`src/acq_params.svh`:
```
`ifndef ACQ_PARAMS_SVH
`define ACQ_PARAMS_SVH

//////////////////////////////
// adc front end
//////////////////////////////

// adc code width
`define ACQ_ADC_BITS 12
// samples packed per burst
`define ACQ_BURST_LEN 4

//////////////////////////////
// storage and header fields
//////////////////////////////

`define ACQ_MEM_AW 10        // 1024 words in the sample memory
`define ACQ_PRETRIG_AW 4     // delay line, up to 15 bursts of pre-trigger
`define ACQ_FILL_BITS 24     // fill number
`define ACQ_TAG_BITS 16      // channel tag
`define ACQ_NBURST_BITS 11   // bursts per fill

`endif

```
`src/acq_pkg.sv`:
```
`default_nettype none
`include "acq_params.svh"

package acq_pkg;

	// one adc sample, 16 bits on the bus
	typedef struct packed {
		logic                          ovr;   // over-range pin at sample time
		logic [16-`ACQ_ADC_BITS-2:0]   pad;   // always zero
		logic [`ACQ_ADC_BITS-1:0]      code;  // raw adc code
	} adc_sample_t;

	// four samples, lane 0 holds the oldest
	typedef struct packed {
		adc_sample_t [`ACQ_BURST_LEN-1:0] lane;
	} adc_burst_t;

	// first word of every fill
	typedef struct packed {
		logic [`ACQ_FILL_BITS-1:0]   fill_num;  // fill counter at trigger
		logic [`ACQ_TAG_BITS-1:0]    tag;       // channel tag
		logic [`ACQ_NBURST_BITS-1:0] nbursts;   // bursts that follow the header
		logic                        ovr_seen;  // over-range in the trigger burst
		logic [62-`ACQ_FILL_BITS-`ACQ_TAG_BITS-`ACQ_NBURST_BITS:0] pad;
	} fill_header_t;

	// one memory word, header or burst depending on its place in the fill
	typedef union packed {
		fill_header_t hdr;
		adc_burst_t   burst;
	} acq_word_u;

	// word address into the sample memory
	typedef logic [`ACQ_MEM_AW-1:0] mem_addr_t;

endpackage

`default_nettype wire

```
`src/adc_sample_capture.sv`:
```
`timescale 1ns/1ps
`default_nettype none
`include "acq_params.svh"

module adc_sample_capture (
	input  wire                      clk125,
	input  wire                      rst,
	input  wire [`ACQ_ADC_BITS-1:0]  adc_data,
	input  wire                      adc_ovr,
	output acq_pkg::adc_burst_t      burst,
	output logic                     burst_stb
);
	import acq_pkg::*;

	localparam int PW = $clog2(`ACQ_BURST_LEN);

	adc_sample_t          smp;    // incoming sample in bus format
	adc_burst_t           lanes;  // assembly register, shifts every cycle
	logic [PW-1:0]        phase;  // slot of the next sample in the burst
	logic                 full;   // this cycle's sample completes the burst

	assign smp = '{ovr: adc_ovr, pad: '0, code: adc_data};
	assign full = (phase == PW'(`ACQ_BURST_LEN - 1));

	// phase counter and strobe
	always_ff @(posedge clk125) begin
		if (rst) begin
			phase <= '0;
			burst_stb <= 1'b0;
		end else begin
			phase <= phase + 1'b1;  // wraps after the last lane
			burst_stb <= full;      // one cycle after the fourth sample
		end
	end

	// newest sample enters the top lane, oldest drifts down to lane 0
	always_ff @(posedge clk125) begin
		lanes.lane <= {smp, lanes.lane[`ACQ_BURST_LEN-1:1]};
		if (full) begin
			burst.lane <= {smp, lanes.lane[`ACQ_BURST_LEN-1:1]};  // held until next burst
		end
	end

	// bursts are at least four cycles apart
	assert property (@(posedge clk125) disable iff (rst) burst_stb |=> !burst_stb)
		else $error("burst_stb on consecutive cycles");

endmodule

`default_nettype wire

```
`config.mk`:
```
export PLATFORM = sky130hd
export DESIGN_NAME = adc_sample_capture
export DESIGN_NICKNAME = d
export VERILOG_FILES = /design/src/acq_pkg.sv /design/src/adc_sample_capture.sv
export VERILOG_INCLUDE_DIRS = /design/src
export SDC_FILE = /design/constraint.sdc
export NUM_CORES = 1
export LEC_CHECK = 0
export ABC_AREA = 1
export BUFFER_PORTS_ARGS = -buffer_cell sky130_fd_sc_hd__buf_2
export CAP_MARGIN = 20
export CORE_UTILIZATION = 30
export DETAILED_ROUTE_END_ITERATION = 12
export PLACE_DENSITY = 0.49
export REMOVE_ABC_BUFFERS = 1
export SLEW_MARGIN = 20
export SYNTH_ARGS = -nofsm -noshare
export SYNTH_HDL_FRONTEND = slang
export SYNTH_SLANG_ARGS = --single-unit
```
`constraint.sdc`:
```
create_clock -name clk125 -period 3.15 [get_ports clk125]
set_clock_uncertainty 0.1 [all_clocks]
set_input_delay 0.63 -clock clk125 [delete_from_list [all_inputs] [get_ports clk125]]
set_output_delay 0.63 -clock clk125 [all_outputs]
set_load 0.05 [all_outputs]
```
# Word-level counts from Yosys, hierarchy flattened
# Index checks and enable logic that the tools add are counted.
# classes
n_addsub	1
multipliers	0
div_mod_pow	0
magnitude_cmp	0
eq_ne	1
shift	0
mux	0
bitwise	0
reduce_logical	0
# op_table
op	count
2-bit by 1-bit adder with 2-bit output (second input constant)	1
2-bit == test (second input constant)	1
# totals
ff_bits	94
latchBits	0
ramBits	0
mem_bits_ro	0
inputBits	15
output_inout_bits	65
wordCells	18
mem_count	0

# Longest topological paths before layout
# logic_depth
ltp_word	1
mapped_depth	3
ltp_nobuf	3

# Worst setup path after synthesis
# Ideal clock, no wire load.
# synth_path
path_type	reg2reg
start	reg phase[0]
end	reg burst[0] (netlist name) (enable)
setup_time_ps	415
arrival_time_ps	1635
t_required_ps	2635
setup_slack_ps	1000
stages_incl_launch_ff	2
n_path_buf	0
period_less_slack_ps	2150
path_cell_list	dfxtp_1 -> ha_1
# synth_via
elab_chain_cells	1
# synth_lines
element	line	source
start, declared	adc_sample_capture.sv:19	logic [PW-1:0] phase;
start signal, assigned	adc_sample_capture.sv:31	phase <= phase + 1'b1;
2-bit == test	adc_sample_capture.sv:23	assign full = (phase == PW'(`ACQ_BURST_LEN - 1));
end, declared	adc_sample_capture.sv:10	output acq_pkg::adc_burst_t burst,
# Every way passes these cells.
# A chain may end at the register's enable or synchronous reset.

# Final worst setup path
# layout_path
start	reg phase[0]
end	reg burst[39] (netlist name) (enable)
# The elaborated chain is that of the path after synthesis.

==> results_dict.tcl <==
set metrics [dict create \
    clock_path_buffers 2 \
    antenna_found_initial 0 \
    setup.worst_path.start_class "register" \
    ant_nets 0 \
    antenna_cells 0 \
    max-slew-margin-rel 0.560 \
    viasPerCell 3.61 \
    cts.sinks 94 \
    slew_viol_final 0 \
    dpl.hpwl_um 2270 \
    cp.required_ps 3090 \
    syn_inst 114 \
    drtPass1Iterations 2 \
    grt_first_pass_wirelength_um 4890 \
    holdBufCountCts 0 \
    die_h_um 94.0 \
    h-tree-depth 3 \
    fill_cells 792 \
    report.final.setup_viol 0 \
    ir_worst_vdd_uv 260 \
    tightest_slew_ps 660 \
    multi_input_area_um2 83.8 \
    wl_um 3300 \
    synth_top_area_share 0.615 \
    fin_crit_ps 1800 \
    routedWlPerCell_um 10.9 \
    clock_latency_ps 350 \
    hold_violations 0 \
    grt_use_total 0.0807 \
    initial_core_util 0.309 \
    synth_warnings 0 \
    worstSetupPathType "reg2reg" \
    clk_pin_slew_worst_paths_ps 90 \
    synth_area_leaders "edfxtp_1 (61%), dfxtp_1 (33%), buf_4 (3.5%)" \
    rrSetupSlack_ps 1350 \
    nets 210 \
    status "complete, no violations" \
    die_x_um 94.0 \
    areaGrowthSynthToFinish_pct 25.1 \
    crit_fanout 28 \
    grt_max_degree 29 \
    cts_setup_buffers 0 \
    clock-root-buffer "clkbuf_8" \
    period_share 0.573 \
    die_area_um2 8840 \
    cts_tree "yes" \
    maxCapViolations 0 \
    crit_path_end_kind "register" \
    fp-row-count 33 \
    finalInstanceArea_um2 3180 \
    drc_errors 0 \
    tns_ps 0 \
    via_count 1093 \
    ys_seq_elements 94 \
    numCtsBuffers 9 \
    dpl_cell_area_um2 2980 \
    drive_above_1_share 0.434 \
    regArea_um2 2400 \
    gp_congestion 0.599 \
    grt_pass1_vias 1018 \
    fp.coreArea_um2 8220 \
    syn_avg_cell_area_um2 22.3 \
    rsz0062_at_grt "no" \
    p_per_area_nw_per_um2 722 \
    cts_resized 0 \
    pin_count 80 \
    arrival_ps 1740 \
    port-buffer-count 67 \
    ys_seq_area_frac 0.946 \
    hold_path_class "reg2reg" \
    synth_area_um2 2540 \
    grt_overflow_total 0 \
    synth_top_area_cell "edfxtp_1" \
    synth.distinct_cells 7 \
    final_common_cell "buf_2" \
    max_freq_ghz 0.554 \
    layout_common_cells "buf_2 (67), edfxtp_1 (52), dfxtp_1 (42), conb_1 (12), clkbuf_8 (9)" \
    drt_iter0_drc 23 \
    p_leak_uw 0.00127 \
]
-- stage by stage --
stage | hold WS (ps) | power [µW] | utilization | setup slack (ps) | cells
5_1_grt | 254 | 2390 | 0.387 | 1210 | 303
4_1_cts | 252 | 2330 | 0.387 | 1290 | 303
3_3_place_gp | 232 | 1540 | 0.362 | 1350 | 287
3_5_place_dp | 233 | 1540 | 0.362 | 1310 | 287
2_1_floorplan | 227 | 1500 | - | 1000 | 113
6_report | 251 | 2290 | 0.387 | 1350 | 303
-- worst max-delay path, cell delays in order (launching register included) --
cell,delay [ps]
dfxtp_1,370
ha_2,630
buf_4,370
-- flip-flops by register name, summed over array words and instances (netlist names) --
signal     count
burst         52
lanes         39
phase          2
burst_stb      1
-- report_power, final --
part / switching (µW) / internal (µW)
registers: 15.1 / 1350
logic: 126 / 23.2
clock network: 406 / 376
total: 548 / 1750
-- kinds of logic (layout without fill, tap and decap cells) --
logic type | count (synthesis) | count (layout) | share of synthesized area
adder cells (fa/ha/maj) | 2 | 2 | 0.00985
AND/OR/NAND/NOR | 3 | 3 | 0.00443
buffers and inverters | 14 | 87 | 0.0384
other | 1 | 12 | 0.00148
flip-flops | 94 | 94 | 0.946
-- final timing paths --
path	cells past startpoint	from	end
worst max register to register	2	phase[0]	burst[39]
worst max-delay path	2	phase[0]	burst[39]
worst min-delay path	0	lanes[52]	lanes[36]
worst min register to register	0	lanes[52]	lanes[36]
-- layer usage --
layer  up-vias  track usage  share of wire
met2        47        0.114           0.46
met5         -            0              0
li1        534            -              -
met4         0       0.0615          0.017
met3         7       0.0494          0.091
met1       505       0.0868           0.43
-- cell usage after synthesis (all sizes together) --
library cell  instances
conb                  1
nor2                  3
buf                  12
inv                   2
dfxtp                42
edfxtp               52
ha                    2
-- area by class of cell --
class | instances | area share
multi-input cells | 17 | 0.0264
well taps | 105 | 0.0414
clock inverters | 7 | 0.0244
flip-flops and latches | 94 | 0.756
clock buffers | 9 | 0.0390
repair buffers | 69 | 0.110
inverters | 2 | 0.00236
Power figures use the tool's default switching activity.
