### src/acq_params.svh
`ifndef ACQ_PARAMS_SVH
`define ACQ_PARAMS_SVH

//////////////////////////////
// adc front end
//////////////////////////////

// adc code width
`define ACQ_ADC_BITS 12
// samples packed per burst
`define ACQ_BURST_LEN 4

//////////////////////////////
// storage and header fields
//////////////////////////////

`define ACQ_MEM_AW 10        // 1024 words in the sample memory
`define ACQ_PRETRIG_AW 4     // delay line, up to 15 bursts of pre-trigger
`define ACQ_FILL_BITS 24     // fill number
`define ACQ_TAG_BITS 16      // channel tag
`define ACQ_NBURST_BITS 11   // bursts per fill

`endif

### src/acq_pkg.sv
`default_nettype none
`include "acq_params.svh"

package acq_pkg;

	// one adc sample, 16 bits on the bus
	typedef struct packed {
		logic                          ovr;   // over-range pin at sample time
		logic [16-`ACQ_ADC_BITS-2:0]   pad;   // always zero
		logic [`ACQ_ADC_BITS-1:0]      code;  // raw adc code
	} adc_sample_t;

	// four samples, lane 0 holds the oldest
	typedef struct packed {
		adc_sample_t [`ACQ_BURST_LEN-1:0] lane;
	} adc_burst_t;

	// first word of every fill
	typedef struct packed {
		logic [`ACQ_FILL_BITS-1:0]   fill_num;  // fill counter at trigger
		logic [`ACQ_TAG_BITS-1:0]    tag;       // channel tag
		logic [`ACQ_NBURST_BITS-1:0] nbursts;   // bursts that follow the header
		logic                        ovr_seen;  // over-range in the trigger burst
		logic [62-`ACQ_FILL_BITS-`ACQ_TAG_BITS-`ACQ_NBURST_BITS:0] pad;
	} fill_header_t;

	// one memory word, header or burst depending on its place in the fill
	typedef union packed {
		fill_header_t hdr;
		adc_burst_t   burst;
	} acq_word_u;

	// word address into the sample memory
	typedef logic [`ACQ_MEM_AW-1:0] mem_addr_t;

endpackage

`default_nettype wire

### src/readout_engine.sv
`timescale 1ns/1ps
`default_nettype none
`include "acq_params.svh"

module readout_engine (
	input  wire                       clk125,
	input  wire                       rst,
	input  wire                       rd_start,
	input  wire acq_pkg::mem_addr_t   rd_start_addr,
	input  wire [`ACQ_MEM_AW:0]       rd_word_cnt,
	output logic                      mem_rd_en,
	output acq_pkg::mem_addr_t        mem_rd_addr,
	input  wire acq_pkg::acq_word_u   mem_rd_word,
	output acq_pkg::acq_word_u        rd_data,
	output logic                      rd_valid,
	output logic                      reading_done
);
	logic                  busy;      // reads still to issue
	logic [`ACQ_MEM_AW:0]  remain;    // words left, including this cycle's
	logic                  last_rd;   // this cycle issues the final read
	logic                  vld_last;  // rd_valid word is the final one

	assign mem_rd_en = busy;  // one read per cycle while busy
	assign last_rd   = (remain == (`ACQ_MEM_AW + 1)'(1));
	assign rd_data   = mem_rd_word;  // memory output lines up with rd_valid

	//////////////////////////////
	// request control
	//////////////////////////////
	always_ff @(posedge clk125) begin
		if (rst) begin
			busy <= 1'b0;
			rd_valid <= 1'b0;
			vld_last <= 1'b0;
			reading_done <= 1'b0;
		end else begin
			rd_valid <= mem_rd_en;
			vld_last <= mem_rd_en && last_rd;
			reading_done <= rd_valid && vld_last;  // after the last valid word
			if (!busy) begin
				if (rd_start) begin
					busy <= (rd_word_cnt != '0);  // zero-length requests issue nothing
				end
			end else if (last_rd) begin
				busy <= 1'b0;
			end
		end
	end

	// address and count, start request is ignored while busy
	always_ff @(posedge clk125) begin
		if (!busy && rd_start) begin
			mem_rd_addr <= rd_start_addr;
			remain <= rd_word_cnt;
		end else if (busy) begin
			mem_rd_addr <= mem_rd_addr + 1'b1;  // wraps mod 1024
			remain <= remain - 1'b1;
		end
	end

endmodule

`default_nettype wire

### config.mk
export PLATFORM = sky130hd
export DESIGN_NAME = readout_engine
export DESIGN_NICKNAME = d
export VERILOG_FILES = /design/src/acq_pkg.sv /design/src/readout_engine.sv
export VERILOG_INCLUDE_DIRS = /design/src
export SDC_FILE = /design/constraint.sdc
export NUM_CORES = 1
export LEC_CHECK = 0
export BUFFER_PORTS_ARGS = -buffer_cell sky130_fd_sc_hd__buf_4
export CELL_PAD_IN_SITES_DETAIL_PLACEMENT = 1
export CELL_PAD_IN_SITES_GLOBAL_PLACEMENT = 2
export CORE_MARGIN = 2
export CORE_UTILIZATION = 18
export CTS_BUF_LIST = sky130_fd_sc_hd__clkbuf_2 sky130_fd_sc_hd__clkbuf_4 sky130_fd_sc_hd__clkbuf_8
export CTS_CLUSTER_SIZE = 24
export DETAILED_ROUTE_END_ITERATION = 6
export GPL_TIMING_DRIVEN = 1
export MAX_ROUTING_LAYER = met4
export PLACE_DENSITY_LB_ADDON = 0.05
export SLEW_MARGIN = 20
export SYNTH_ARGS = -nofsm -noshare
export SYNTH_HDL_FRONTEND = slang
export SYNTH_SLANG_ARGS = --single-unit
### constraint.sdc
create_clock -name clk125 -period 1.9 [get_ports clk125]
set_clock_uncertainty 0.1 [all_clocks]
set_input_delay 0.095 -clock clk125 [delete_from_list [all_inputs] [get_ports clk125]]
set_output_delay 0.095 -clock clk125 [all_outputs]
set_load 0.05 [all_outputs]
## Word-level counts from Yosys, hierarchy flattened

Cells that the tools add are included.

- Word-level logic and storage cells: 22
- Output and inout port bits: 77
- Bits in registers: 25
- Input bits: 88

- Reductions and logical operators: 6
- Equal/unequal tests: 1
- $add $sub $neg: 2
- Mux-type cells: 7

Operator list:

| kind | number |
|---|---|
| 2-to-1 mux 11 bit | 2 |
| 2-to-1 mux 10 bit | 2 |
| equality test 11 x 1 -> 1 bit, second input constant | 1 |
| nonzero test 11 bit | 1 |
| subtractor 11 x 1 -> 11 bit, second input constant | 1 |
| adder 10 x 1 -> 10 bit, second input constant | 1 |
| logical AND 1 bit | 3 |
| 2-to-1 mux 1 bit | 3 |
| nonzero test 2 bit | 1 |
| zero test 1 bit | 1 |

## Depth between registers and ports, before layout

Gate-level depths: netlist (run 1).

- Depth after elaboration: 3
- Mapped depth: 5

## Worst setup path before layout (run 1)

No wires, ideal clock.

- Path type: flip-flop to flip-flop
- From: register mem_rd_addr[3]
- To: register mem_rd_addr[9] (data pin)
- Data arrival time: 1.622 ns
- Path slack: 0.026 ns
- Cell stages (with the launch flop): 4
- Required time: 1.648 ns
- Path through: edfxtp_1 -> nand4_1 -> or4_1 -> a31oi_1

- Word-level cells in the longest chain between the ends: 3

Ends and longest elaborated chain:

| what | line | text |
|---|---|---|
| from (decl) | readout_engine.sv:12 | `output acq_pkg::mem_addr_t mem_rd_addr,` |
| from (signal assigned) | readout_engine.sv:53 | `mem_rd_addr <= rd_start_addr;` |
| from (signal assigned) | readout_engine.sv:56 | `mem_rd_addr <= mem_rd_addr + 1'b1;` |
| adder 10 x 1 -> 10 bit | readout_engine.sv:56 |  |
| 2-to-1 mux 10 bit | readout_engine.sv:55 | `end else if (busy) begin` |
| 2-to-1 mux 10 bit | readout_engine.sv:52 | `if (!busy && rd_start) begin` |

No other way between the ends. The select of a mux whose other input is x is not followed.
A chain may end at the register's enable or synchronous reset.

## Final worst setup path (run 1)

- From: register remain[9]
- To: register remain[10] (data pin)

- Word-level cells in the longest chain between the ends: 3

Ends and longest elaborated chain:

| what | line | text |
|---|---|---|
| from (decl) | readout_engine.sv:19 | `` logic [`ACQ_MEM_AW:0] remain; `` |
| from (signal assigned) | readout_engine.sv:54 | `remain <= rd_word_cnt;` |
| from (signal assigned) | readout_engine.sv:57 | `remain <= remain - 1'b1;` |
| subtractor 11 x 1 -> 11 bit | readout_engine.sv:57 |  |
| 2-to-1 mux 11 bit | readout_engine.sv:55 |  |
| 2-to-1 mux 11 bit | readout_engine.sv:52 |  |

No other way between the ends. The select of a mux whose other input is x is not followed.

==> results of run 1 <==
per-stage QoR:
step | worst slack [ps] | power [mW] | hold WS [ps]
after floorplan | 26.46 | 1.540 | 64.43
after global placement | 29.17 | 1.452 | 90.37
after detailed placement | 1.900 | 1.457 | 90.37
after CTS | 5.715 | 1.818 | 15.07
after global routing | 12.66 | 1.911 | 20.80
final | 83.80 | 1.790 | 25.22
logic make-up (layout without fill, tap and decap cells):
group                    after synthesis  count (layout)  synth area share, %
XOR/XNOR                               4               4                1.887
AO/OA/AOI/OAI                         33              33                10.92
flip-flops                            25              25                38.27
multiplexers                           1               1               0.6064
AND/OR/NAND/NOR                       60              60                17.99
buffers and inverters                 74              59                28.30
adder cells (fa/ha/maj)                3               3                2.022
layout by cell type (no fill, tap or decap), drive strengths merged, types with 2 or more instances in the layout:
cell and instances:
or2 4, or4 8, o21ai 5, a21oi 7, nor2 21, a31oi 13, nand4 2, edfxtp 21
xnor2 2, nand2b 4, nand3 3, buf 51, clkbuf 3, inv 3, nor3b 2, dfxtp 4
nor4 2, xor2 2, ha 3, or3 8, nand2 4, o31ai 6
path summary, 6_finish.rpt:
| kind | startpoint | end | slack [ps] | depth (start not counted) |
|---|---|---|---|---|
| max reg2reg | remain[9] | remain[10] | 80 | 3 |
| min | rd_start_addr[1] | mem_rd_addr[1] | 30 | 2 |
| max | remain[9] | remain[10] | 80 | 3 |
| min reg2reg | vld_last | reading_done | 320 | 2 |
registers in the layout, summed over array words and instances, names as in the netlist:
signal and cells:
reading_done 1, mem_rd_addr 10, vld_last 1, rd_valid 1, remain 11, mem_rd_en 1
area by class of cell:
cell class | count | area [µm²] | share of cell area [%]
Inverter | 3 | 11.26 | 0.5682
Clock buffer | 3 | 41.29 | 2.083
Timing Repair Buffer | 52 | 405.4 | 20.45
Multi-Input combinational cell | 101 | 638.1 | 32.20
Sequential cell | 25 | 710.7 | 35.86
Tap cell | 136 | 170.2 | 8.586
Clock inverter | 1 | 5.005 | 0.2525
worst register-to-register path, delay by kind of cell, from the launching register on:
kind               cells  cell delay, ps
DFF                    1             430
AOI/OAI and AO/OA      1             160
and+or+nand+nor        2             990
per-layer routing:
layer,vias to the layer above,global-route usage [%]
met5,-,-
met4,0,6.955
met3,54,2.103
met2,51,13.64
met1,595,11.16
li1,618,-
power groups by stage:
| stage | Sequential, mW | Combinational [mW] | Clock [mW] |
|---|---|---|---|
| finish | 0.790 | 0.658 | 0.342 |
| global route | 0.805 | 0.723 | 0.383 |
| CTS | 0.793 | 0.655 | 0.369 |
| detailed placement | 0.806 | 0.651 | 0 |
| global placement | 0.802 | 0.650 | 0 |
| floorplan | 0.956 | 0.584 | 0 |
what timing repair did:
item                                    in CTS  in global routing
setup buffers                                0                  2
hold buffers                                 1                  0
endpoints found under the setup margin       0                  4
hold endpoints to repair                     3                  0
resized for setup                            0                  4
==> impl_summary.md, run 1 <==
Placed design
In this run the tool buffered the top-level ports with 36 buffer cells. The total placed cells including tap cells is 314. Summing all placed instances gives a cell area of 1893 µm². The placed wire-length estimate is 3850 µm. The placer's final routability congestion estimate is 0.6782.

STA
For the pin with the worst max-slew slack, the measured transition is 398.8 ps. Setup repair after global routing left no endpoint under its margin. The maximum frequency from static timing analysis is 550.6 MHz. Counting I/O delays and the setup requirement, the final critical path takes 1816 ps.

Of the available clock period, the critical path in the final layout requires 95.59%. The aggregate negative setup slack is 0 ps. Setup violations remaining at the end of the flow were counted as 0. In this run the tightest slew margin relative to its limit is 73.21%.

The hold violation count in the final report came to 0. The max-slew violation count is 0.

Synthesis
The share of the synthesized area in the top cell type is 33.96%. Counting flops and latches in the post-synthesis netlist gives 25. The total number of yosys warnings is 0. The most common flop cell mapped by yosys is sky130_fd_sc_hd__edfxtp_1. Yosys attributes the largest share of cell area to sky130_fd_sc_hd__edfxtp_1 (34%), sky130_fd_sc_hd__buf_4 (26%), sky130_fd_sc_hd__a31oi_1 (4.4%). By count the netlist is led by sky130_fd_sc_hd__buf_4 (64), sky130_fd_sc_hd__edfxtp_1 (21), sky130_fd_sc_hd__nor2_1 (21). In this run, synthesis inferred 21 flip-flops with an integrated enable. Counting distinct cell types in the post-synthesis netlist gives 31. In the synthesized netlist the async set-or-reset flop fraction comes to 0%.

By instance count, the leading cell after synthesis is sky130_fd_sc_hd__buf_4. Synthesis produced 200 cells. Averaged over all synthesized cells, the footprint is 9.284 µm². The part of the Yosys area used for sequential elements is 38.27%. The leading area contributor after synthesis is sky130_fd_sc_hd__edfxtp_1. The net count after synthesis is 291. The cell area after technology mapping is 1857 µm².

Finish
The share of cells above drive strength 1 is 36.76%. The final core area utilization is 19.46%. With fillers left out, the area of the finished cells amounts to 1982 µm².

The area added between synthesis and finish is 6.738%. For this run, the post-layout net count is 277. Leaving out filler cells and counting taps, the final layout contains 321.

The antenna diode count is 0. Fill cells in the final layout number 1190.

Power
In this run the static leakage power is 0.7174 nW. The sequential share of power is 44.1%. Net switching is 37.21% of the power. The clock network is responsible for 19.1% of the overall power. Cell internal power was estimated by the tool at 1.124 mW. The share of total power dissipated in combinational logic is 36.7%.

The worst IR drop on VDD is 0.0002449 V. For this design the total switching power over the nets is 0.6660 mW. The power density over the cells is 903.0 nW/µm².

GRT
The final global-route overflow total is 0. The maximum number of pins on one net before global-route repair is 24. The number of global-route vias before repair came to 1453. The first global-routing pass estimated 7879 µm of wire. The number of antenna violations at the first check in global routing came to 0. Across every metal layer, demand over resource in global routing totals 9.325%.

CTS
The CTS buffer count is 3. The TritonCTS clock tree is done. In this run the number of H-tree levels came out at 1.

The cell sitting at the root of the clock tree is a sky130_fd_sc_hd__clkbuf_8. Clock-pin slew was measured on the worst setup and hold paths at 100 ps. The longest clock path from root to sink contains 2 buffers. Counting every sink on the clock net gives 25. The clock latency of the later-clocked register in the worst-skew pair is 280 ps.

Routing
Wires add up to 5048 µm. After detailed routing, the met2 layer carries 2248 µm of wire. After detailed routing, the met3 layer carries 366 µm of wire. The detailed router put a total of 2120 µm of wire on met1. In this run, the number of DRC markers left after iteration 0 of detailed routing was 46.

Dividing the detail-routed wire length by the instance count gives 15.73 µm. After detailed routing, the number of remaining DRC violations is 0. The routed layout has 1318 vias. The detail route stage leaves a number of antenna-violating nets equal to 0. The uppermost signal routing layer after detailed routing is met4. The first detailed-routing pass took 2 iterations. The number of vias per cell is 4.106.

Floorplanning
The initial core utilization is 18.23%. 165 I/O pins were placed. After floorplanning, the core was divided into 37 placement rows.

The die extent in x is 105.6 µm. The full die area is 11140 µm². The core region is 10180 µm². The overall die height is 105.6 µm.

Min path
The path class of the tightest hold or removal check is in2reg.

Critical path
The category of cells accounting for the largest share of critical-path delay is simple AND/OR/NAND/NOR gates. The sort of element at the start of the critical path is a register. STA classifies the critical path endpoint as a register. The signal on the critical path passes through or4_4, or4_4, a31oi_2. By instance count, the cell type seen most on the critical path is sky130_fd_sc_hd__or4_4.

At the worst endpoint, the required time is 1940 ps. At the worst endpoint, the arrival time is 1860 ps. The critical path class is reg2reg. On the critical path, the stage with the largest delay is an instance of sky130_fd_sc_hd__or4_4.

The largest fanout of any net on the critical path is 3. The delay of the slowest cell on the worst path is 560 ps. The number of buffers and inverters on the critical path is 0.

Run status
The run finished with clean final reports.

Flow run
The number of maximum-capacitance violations is 0.
No activity file was read; power rests on OpenSTA's default activity.
==> run 2, diff against run 1 <==
--- a/config.mk
+++ b/config.mk
@@ -17,6 +17,7 @@
 export GPL_TIMING_DRIVEN = 1
 export MAX_ROUTING_LAYER = met4
 export PLACE_DENSITY_LB_ADDON = 0.05
+export RECOVER_POWER = 100
 export SLEW_MARGIN = 20
 export SYNTH_ARGS = -nofsm -noshare
 export SYNTH_HDL_FRONTEND = slang
==> run 2 against run 1 <==
  * Wire length up 0.38%
  * Register-to-register slack worse by 20 ps
  * Core utilization down 0.80 points
  * Setup slack worse by 24 ps
  * Combinational power down 8.1%
  * Clock-buffer cell count unchanged
  * Cell count unchanged
  * Die area unchanged
  * Final area down 4.1%
  * Critical endpoint is now mem_rd_en
==> impl_summary.md, run 2 (synthesis results as in run 1) <==
Min path
In this run the worst hold path is classified as in2reg.

Floorplanning
The overall die height came to 105.6 µm (unchanged). The top-level I/O count is 165 (unchanged). The die extent in x came to 105.6 µm (unchanged). The full die area is 11140 µm² (unchanged). The placeable core region was 10180 µm² (unchanged). The number of placement rows came to 37 (unchanged). The initial core utilization is 18.23% (unchanged).

GRT
The maximum number of pins on one net before global-route repair was 24 (unchanged). The first-pass GRT wire length is 7879 µm (unchanged). The final global-route overflow total is 0 (unchanged). The number of global-route vias before repair was 1453 (unchanged). The number of antenna violations at the first check in global routing came to 0 (unchanged). The overall track demand over capacity in global routing was 9.325% (unchanged).

CTS
The clock transition at the register clock pins on the worst setup and hold paths after CTS is 100 ps (about the same). The total number of clock tree sinks is 25 (unchanged). The clock latency of the later-clocked register in the worst-skew pair is 280 ps (about the same).

The TritonCTS clock tree is done. The CTS buffer count is 3 (unchanged). The root buffer cell chosen for the clock tree is sky130_fd_sc_hd__clkbuf_8.

The H-tree depth is 1 (unchanged). The number of buffers on the longest clock path is 2 (unchanged).

Power
The relative contribution of the clock network to total power is 19.7% (+0.6 points). The switching component of the power came to 0.6631 mW (-0.44%). The power density over the cells is 913.7 nW/µm² (+1.2%). The leakage component of the power is 0.6512 nW (-9.2%).

The internal cell power was 1.073 mW (-4.5%). The sequential share of power is 45.5% (+1.4 points). The switching share of total power came to 38.18% (+0.97 points).

The worst IR drop on VDD is 0.0002445 V (-0.17%). The combinational cell fraction of total power is 34.8% (-1.9 points).

STA
The max-slew violation count came to 0 (unchanged). The final setup violation count came to 0 (unchanged). The share of the clock period used by the worst path after layout is 96.88% (+1.3 points).

The worst slew margin relative to its limit is 57.51% (-16 points). The hold slack was 24.43 ps (-0.7862 ps). The hold violation count in the final report is 0 (unchanged).

The clock period minus final worst setup slack is 1841 ps (+24.45 ps). The transition time of the tightest slew-check pin is 637.4 ps (+238.6 ps). Setup repair after global routing left no endpoint under its margin. The maximum frequency from static timing analysis is 543.3 MHz (-1.3%). The worst path setup slack after routing came to 59.36 ps (-24.45 ps). The aggregate negative setup slack is 0 ps (unchanged).

Routing
The average wire per standard cell was 15.79 µm (+0.38%). The final routed wirelength across all metal layers came to 5067 µm (+0.38%). The number of vias after detailed routing is 1323 (+0.38%). The final routed DRC violation total is 0 (unchanged).

The number of DRC markers in iteration 0 is 46 (unchanged). The number of vias per cell is 4.121 (+0.38%). The number of routed nets with antenna violations came to 0 (unchanged). The detailed-routing iteration count for the pre-antenna-repair pass is 2 (unchanged).

Finish
The most frequent standard cell in the layout excluding fill and tap cells is sky130_fd_sc_hd__buf_4. The antenna diode count is 0 (unchanged). The count of fill cells added during filler insertion is 1199 (+0.76%).

The number of flip-flops in the largest register is 11 (unchanged). The footprint of the multi-input gates was 634.4 µm² (-0.59%). In the final layout, the registers with the most flip-flops are remain: 11 flops, mem_rd_addr: 10 flops. The sequential cell area is 710.7 µm² (unchanged).

The area added between synthesis and finish is 2.358%. The register with the most flip-flops in the final layout is remain. In the layout the commonest cells are sky130_fd_sc_hd__buf_4 (32), sky130_fd_sc_hd__nor2_1 (21), sky130_fd_sc_hd__edfxtp_1 (21). The share of cells above drive strength 1 is 27.57% (-9.2 points). The number of nets in the final layout was 277 (unchanged). The final core area utilization is 18.66% (-0.80 points).

Critical path
The data arrival time of the critical path is 1930 ps (+70 ps). The largest fanout of any net on the critical path is 3 (unchanged). The data required time at the worst endpoint came to 1990 ps (+50 ps). The critical path class is reg2reg. The worst setup path is captured at a register. STA classifies the critical path startpoint as a register.

Placed design
The minimum setup slack after placement came to 1.900 ps (unchanged). The placed wire-length estimate came to 3850 µm (unchanged). The count of input and output buffers came to 36 (unchanged). The placer's final routability congestion estimate was 0.6782 (unchanged).

Run status
The flow ran to the end, and the final reports show no timing, DRC or antenna violations.

Flow run
The number of maximum-capacitance violations came to 0 (unchanged).
-- run 2: cell types whose count changed in the layout (fill, tap and decap cells not counted), sizes merged --
cell	before	now
buf	51	32
clkbuf	3	22
-- run 2: timing repair --
item / 4_1_cts / 5_1_grt
hold buffers: 1 / 0
endpoints found under the setup margin: 0 / 4
setup buffers: 0 / 2
resized for setup: 0 / 4
endpoints found under the hold margin: 3 / 0
-- run 2: through the flow --
step,area (µm²),power [mW],std cells
6_report,1901,1.736,321
3_5_place_dp,1893,1.457,314
4_1_cts,1949,1.818,319
5_1_grt,1901,1.859,321
3_3_place_gp,1893,1.452,314
2_1_floorplan,1857,1.540,200
-- run 2: final cells by class --
class | count | area share, %
Sequential cell | 25 | 37.39
Multi-Input combinational cell | 101 | 33.38
Timing Repair Buffer | 52 | 17.25
Tap cell | 136 | 8.953
Clock buffer | 3 | 2.172
Inverter | 3 | 0.5925
Clock inverter | 1 | 0.2633
-- run 2: power groups by stage --
stage	sequential [mW]	clock, mW	combinational, mW
2_1_floorplan	0.956	0	0.584
3_3_place_gp	0.802	0	0.650
3_5_place_dp	0.806	0	0.651
4_1_cts	0.793	0.369	0.655
5_1_grt	0.805	0.383	0.670
6_report	0.790	0.342	0.605
-- run 2: metal layers --
layer | wire [µm] | track usage, % | up-vias | share of wire [%]
li1 | - | - | 615 | -
met1 | 2146 | 11.16 | 603 | 42
met2 | 2247 | 13.64 | 51 | 44
met3 | 360 | 2.103 | 54 | 7.1
met4 | 313 | 6.955 | 0 | 6.2
met5 | 0 | - | - | 0
-- run 2: final timing paths --
path / to / start / slack, ps / cells past startpoint
min: mem_rd_addr[1] / rd_start_addr[1] / 20 / 2
min reg2reg: reading_done / vld_last / 320 / 2
max: mem_rd_en / remain[9] / 60 / 3
max reg2reg: mem_rd_en / remain[9] / 60 / 3
-- run 2: critical path, stage by stage, from the launching register on --
cell and delay, ps:
sky130_fd_sc_hd__edfxtp_1 430, sky130_fd_sc_hd__or4_4 560, sky130_fd_sc_hd__or4_1 470, sky130_fd_sc_hd__a21o_1 200
==> run 3, diff against run 2 <==
--- a/config.mk
+++ b/config.mk
@@ -9,6 +9,7 @@
 export BUFFER_PORTS_ARGS = -buffer_cell sky130_fd_sc_hd__buf_4
 export CELL_PAD_IN_SITES_DETAIL_PLACEMENT = 1
 export CELL_PAD_IN_SITES_GLOBAL_PLACEMENT = 2
+export CORE_ASPECT_RATIO = 1.2
 export CORE_MARGIN = 2
 export CORE_UTILIZATION = 18
 export CTS_BUF_LIST = sky130_fd_sc_hd__clkbuf_2 sky130_fd_sc_hd__clkbuf_4 sky130_fd_sc_hd__clkbuf_8
==> run 3 against run 2 <==
  * First-iteration DRC count grew 28%
  * Sequential share of layout area grew 0.27 points
  * Setup slack lost 22 ps
  * Global-route usage grew 0.15 points
  * Core utilization grew 0.19 points
  * Critical path depth is the same
  * Worst hold slack gained 3.1 ps
  * Clock-buffer cell count is the same
==> impl_summary.md, run 3 (synthesis results as in run 1) <==
Run status
The run finished with clean final reports.

CTS
The tree is rooted in a sky130_fd_sc_hd__clkbuf_8. The clock latency of the later-clocked register in the worst-skew pair is 280 ps (about the same). The number of buffers on the longest clock path came to 2 (unchanged). The CTS buffer count is 3 (unchanged). The TritonCTS clock tree is done.

The total number of clock tree sinks is 25 (unchanged). The H-tree depth is 1 (unchanged). The clock transition at the register clock pins on the worst setup and hold paths after CTS is 110 ps (about the same).

Critical path
The critical path in this run is classified as reg2reg. The signal on the critical path passes through or4_4, or4_4, a21o_1. The data required time at the worst endpoint was 1990 ps (about the same).

The delay of the slowest cell on the worst path is 540 ps (-20 ps). The most numerous cell type found on the critical path is sky130_fd_sc_hd__or4_4. STA classifies the critical path startpoint as a register. The largest fanout of any net on the critical path is 4 (+1). The data arrival time of the critical path is 1950 ps (+20 ps).

The total buffers and inverters traversed by the critical path is 0 (unchanged). The kind of cell with the highest combined delay along the critical path is simple AND/OR/NAND/NOR gates. The worst setup path is captured at a register. The cell type of the slowest stage on the worst timing path is sky130_fd_sc_hd__or4_4.

Routing
The final routed wirelength across all metal layers is 5257 µm (+3.7%). The number of DRC markers in iteration 0 is 59 (+28%). The average wire per standard cell came to 16.85 µm (+6.7%). The number of routed nets with antenna violations is 0 (unchanged). The final routed DRC violation total is 0 (unchanged). The detailed-routing iteration count for the pre-antenna-repair pass is 4 (+2).

The number of vias after detailed routing is 1345 (+1.7%). The number of vias per cell is 4.311 (+4.6%).

Finish
The count of fill cells added during filler insertion is 1192 (-0.58%). The number of nets in the final layout is 278 (+0.36%). The count of placed standard cells in the final layout, fillers left out is 312 (-2.8%). In the final layout, the registers with the most flip-flops are remain: 11 flops, mem_rd_addr: 10 flops. The most flop-heavy register is remain. Relative to the synthesized area, the layout overhead comes to 1.617%. The share of cells above drive strength 1 is 26.88% (-0.69 points). The footprint of the multi-input gates is 635.6 µm² (+0.20%). The number of flip-flops in the largest register is 11 (unchanged). Leaving out fill and tap cells, the most frequent cells in the layout are sky130_fd_sc_hd__buf_4 (32), sky130_fd_sc_hd__nor2_1 (21), sky130_fd_sc_hd__edfxtp_1 (21). The most frequent standard cell in the layout excluding fill and tap cells is sky130_fd_sc_hd__buf_4. The antenna diode count is 0 (unchanged). The sequential cell area is 710.7 µm² (unchanged).

STA
Setup repair after global routing could not meet its margin everywhere. The maximum frequency from static timing analysis came to 536.8 MHz (-1.2%). The clock period minus final worst setup slack was 1863 ps (+22.34 ps). The max-slew violation count is 0 (unchanged). The share of the clock period used by the worst path after layout came to 98.05% (+1.2 points).

The worst slew margin relative to its limit is 59.55% (+2.0 points). The hold violation count in the final report came to 0 (unchanged). The aggregate negative setup slack came to 0 ps (unchanged).

The transition time of the tightest slew-check pin is 609.3 ps (-28.09 ps). The hold slack was 27.58 ps (+3.149 ps). The final setup violation count is 0 (unchanged).

GRT
The maximum number of pins on one net before global-route repair came to 24 (unchanged). The number of global-route vias before repair is 1491 (+2.6%). The number of antenna violations at the first check in global routing came to 0 (unchanged). The final global-route overflow total came to 0 (unchanged). The overall track demand over capacity in global routing came to 9.475% (+0.15 points).

The first-pass GRT wire length came to 8073 µm (+2.5%).

Power
The combinational cell fraction of total power is 34.3% (-0.5 points). The total power after layout is 1.752 mW (+0.90%). The relative contribution of the clock network to total power came to 20.3% (+0.6 points). The power density over the cells is 928.6 nW/µm² (+1.6%). The switching component of the power is 0.6798 mW (+2.5%). The switching share of total power came to 38.80% (+0.62 points). The leakage component of the power is 0.6509 nW (about the same). The sequential share of power is 45.4% (about the same).

The internal cell power was 1.072 mW (-0.11%). The worst IR drop on VDD is 0.0002589 V (+5.9%).

Placed design
The placed wire-length estimate is 3910 µm (+1.6%). The total placed cells including tap cells is 305 (-2.9%). The placer's final routability congestion estimate is 0.6974 (+2.8%). The count of input and output buffers is 36 (unchanged).

Floorplanning
The die extent in x is 96.72 µm (-8.4%). The full die area is 11150 µm² (about the same). The overall die height is 115.3 µm (+9.2%). The initial core utilization came to 18.55% (+0.32 points).

The top-level I/O count was 165 (unchanged). The placeable core region is 10010 µm² (-1.7%). The number of placement rows is 40 (+8.1%).

Flow run
The number of maximum-capacitance violations is 0 (unchanged).

Min path
The kind of path behind the tightest hold check is in2reg.
run 3: cell type report:
| class | instances | area share, % |
|---|---|---|
| sequential | 25 | 37.67 |
| multi-input combinational | 102 | 33.69 |
| timing repair buffer | 52 | 17.24 |
| tap | 126 | 8.355 |
| clock buffer | 3 | 2.188 |
| inverter | 3 | 0.5968 |
| clock inverter | 1 | 0.2653 |
run 3: what timing repair did:
action / 4_1_cts / 5_1_grt
endpoints found under the setup margin: 2 / 3
cloned: 0 / 1
resized for setup: 1 / 1
pin swaps: 0 / 3
endpoints found under the hold margin: 3 / 0
hold buffers: 1 / 0
buffers inserted: 1 / 0
run 3: per-stage QoR:
| stage | instance area, µm² | worst slack (ps) | util [%] |
|---|---|---|---|
| final | 1887 | 37.01 | 18.85 |
| after global routing | 1887 | -31.53 | 18.85 |
| after CTS | 1957 | 12.61 | 19.55 |
| after floorplan | 1857 | 26.46 | - |
| after global placement | 1888 | 35.80 | 18.86 |
| after detailed placement | 1888 | 16.12 | 18.86 |
run 3: path summary, 6_finish.rpt:
check / cells after the start / slack, ps / startpoint / end
max: 3 / 40 / remain[8] / mem_rd_en
min: 2 / 30 / rd_start_addr[1] / mem_rd_addr[1]
max reg2reg: 3 / 40 / remain[8] / mem_rd_en
min reg2reg: 2 / 330 / vld_last / reading_done
run 3: routing by layer:
metal  track usage [%]  vias up  share of wire (%)  wire, µm
met4             6.479        0                5.2       272
met5                 -        -                  0         0
met2             14.63       56                 46      2394
met3             2.432       48                7.4       387
met1             10.83      621                 42      2204
li1                  -      620                  -         -
run 3: worst register-to-register path: stages, from the launching register on:
cell and delay (ps):
sky130_fd_sc_hd__edfxtp_1 440, sky130_fd_sc_hd__or4_4 540, sky130_fd_sc_hd__or4_4 510, sky130_fd_sc_hd__a21o_1 190
run 3: power groups by stage:
stage / Sequential [mW] / Combinational [mW] / Clock (mW)
floorplan: 0.956 / 0.584 / 0
global placement: 0.804 / 0.653 / 0
detailed placement: 0.807 / 0.649 / 0
CTS: 0.793 / 0.663 / 0.375
global route: 0.812 / 0.669 / 0.391
finish: 0.795 / 0.601 / 0.356
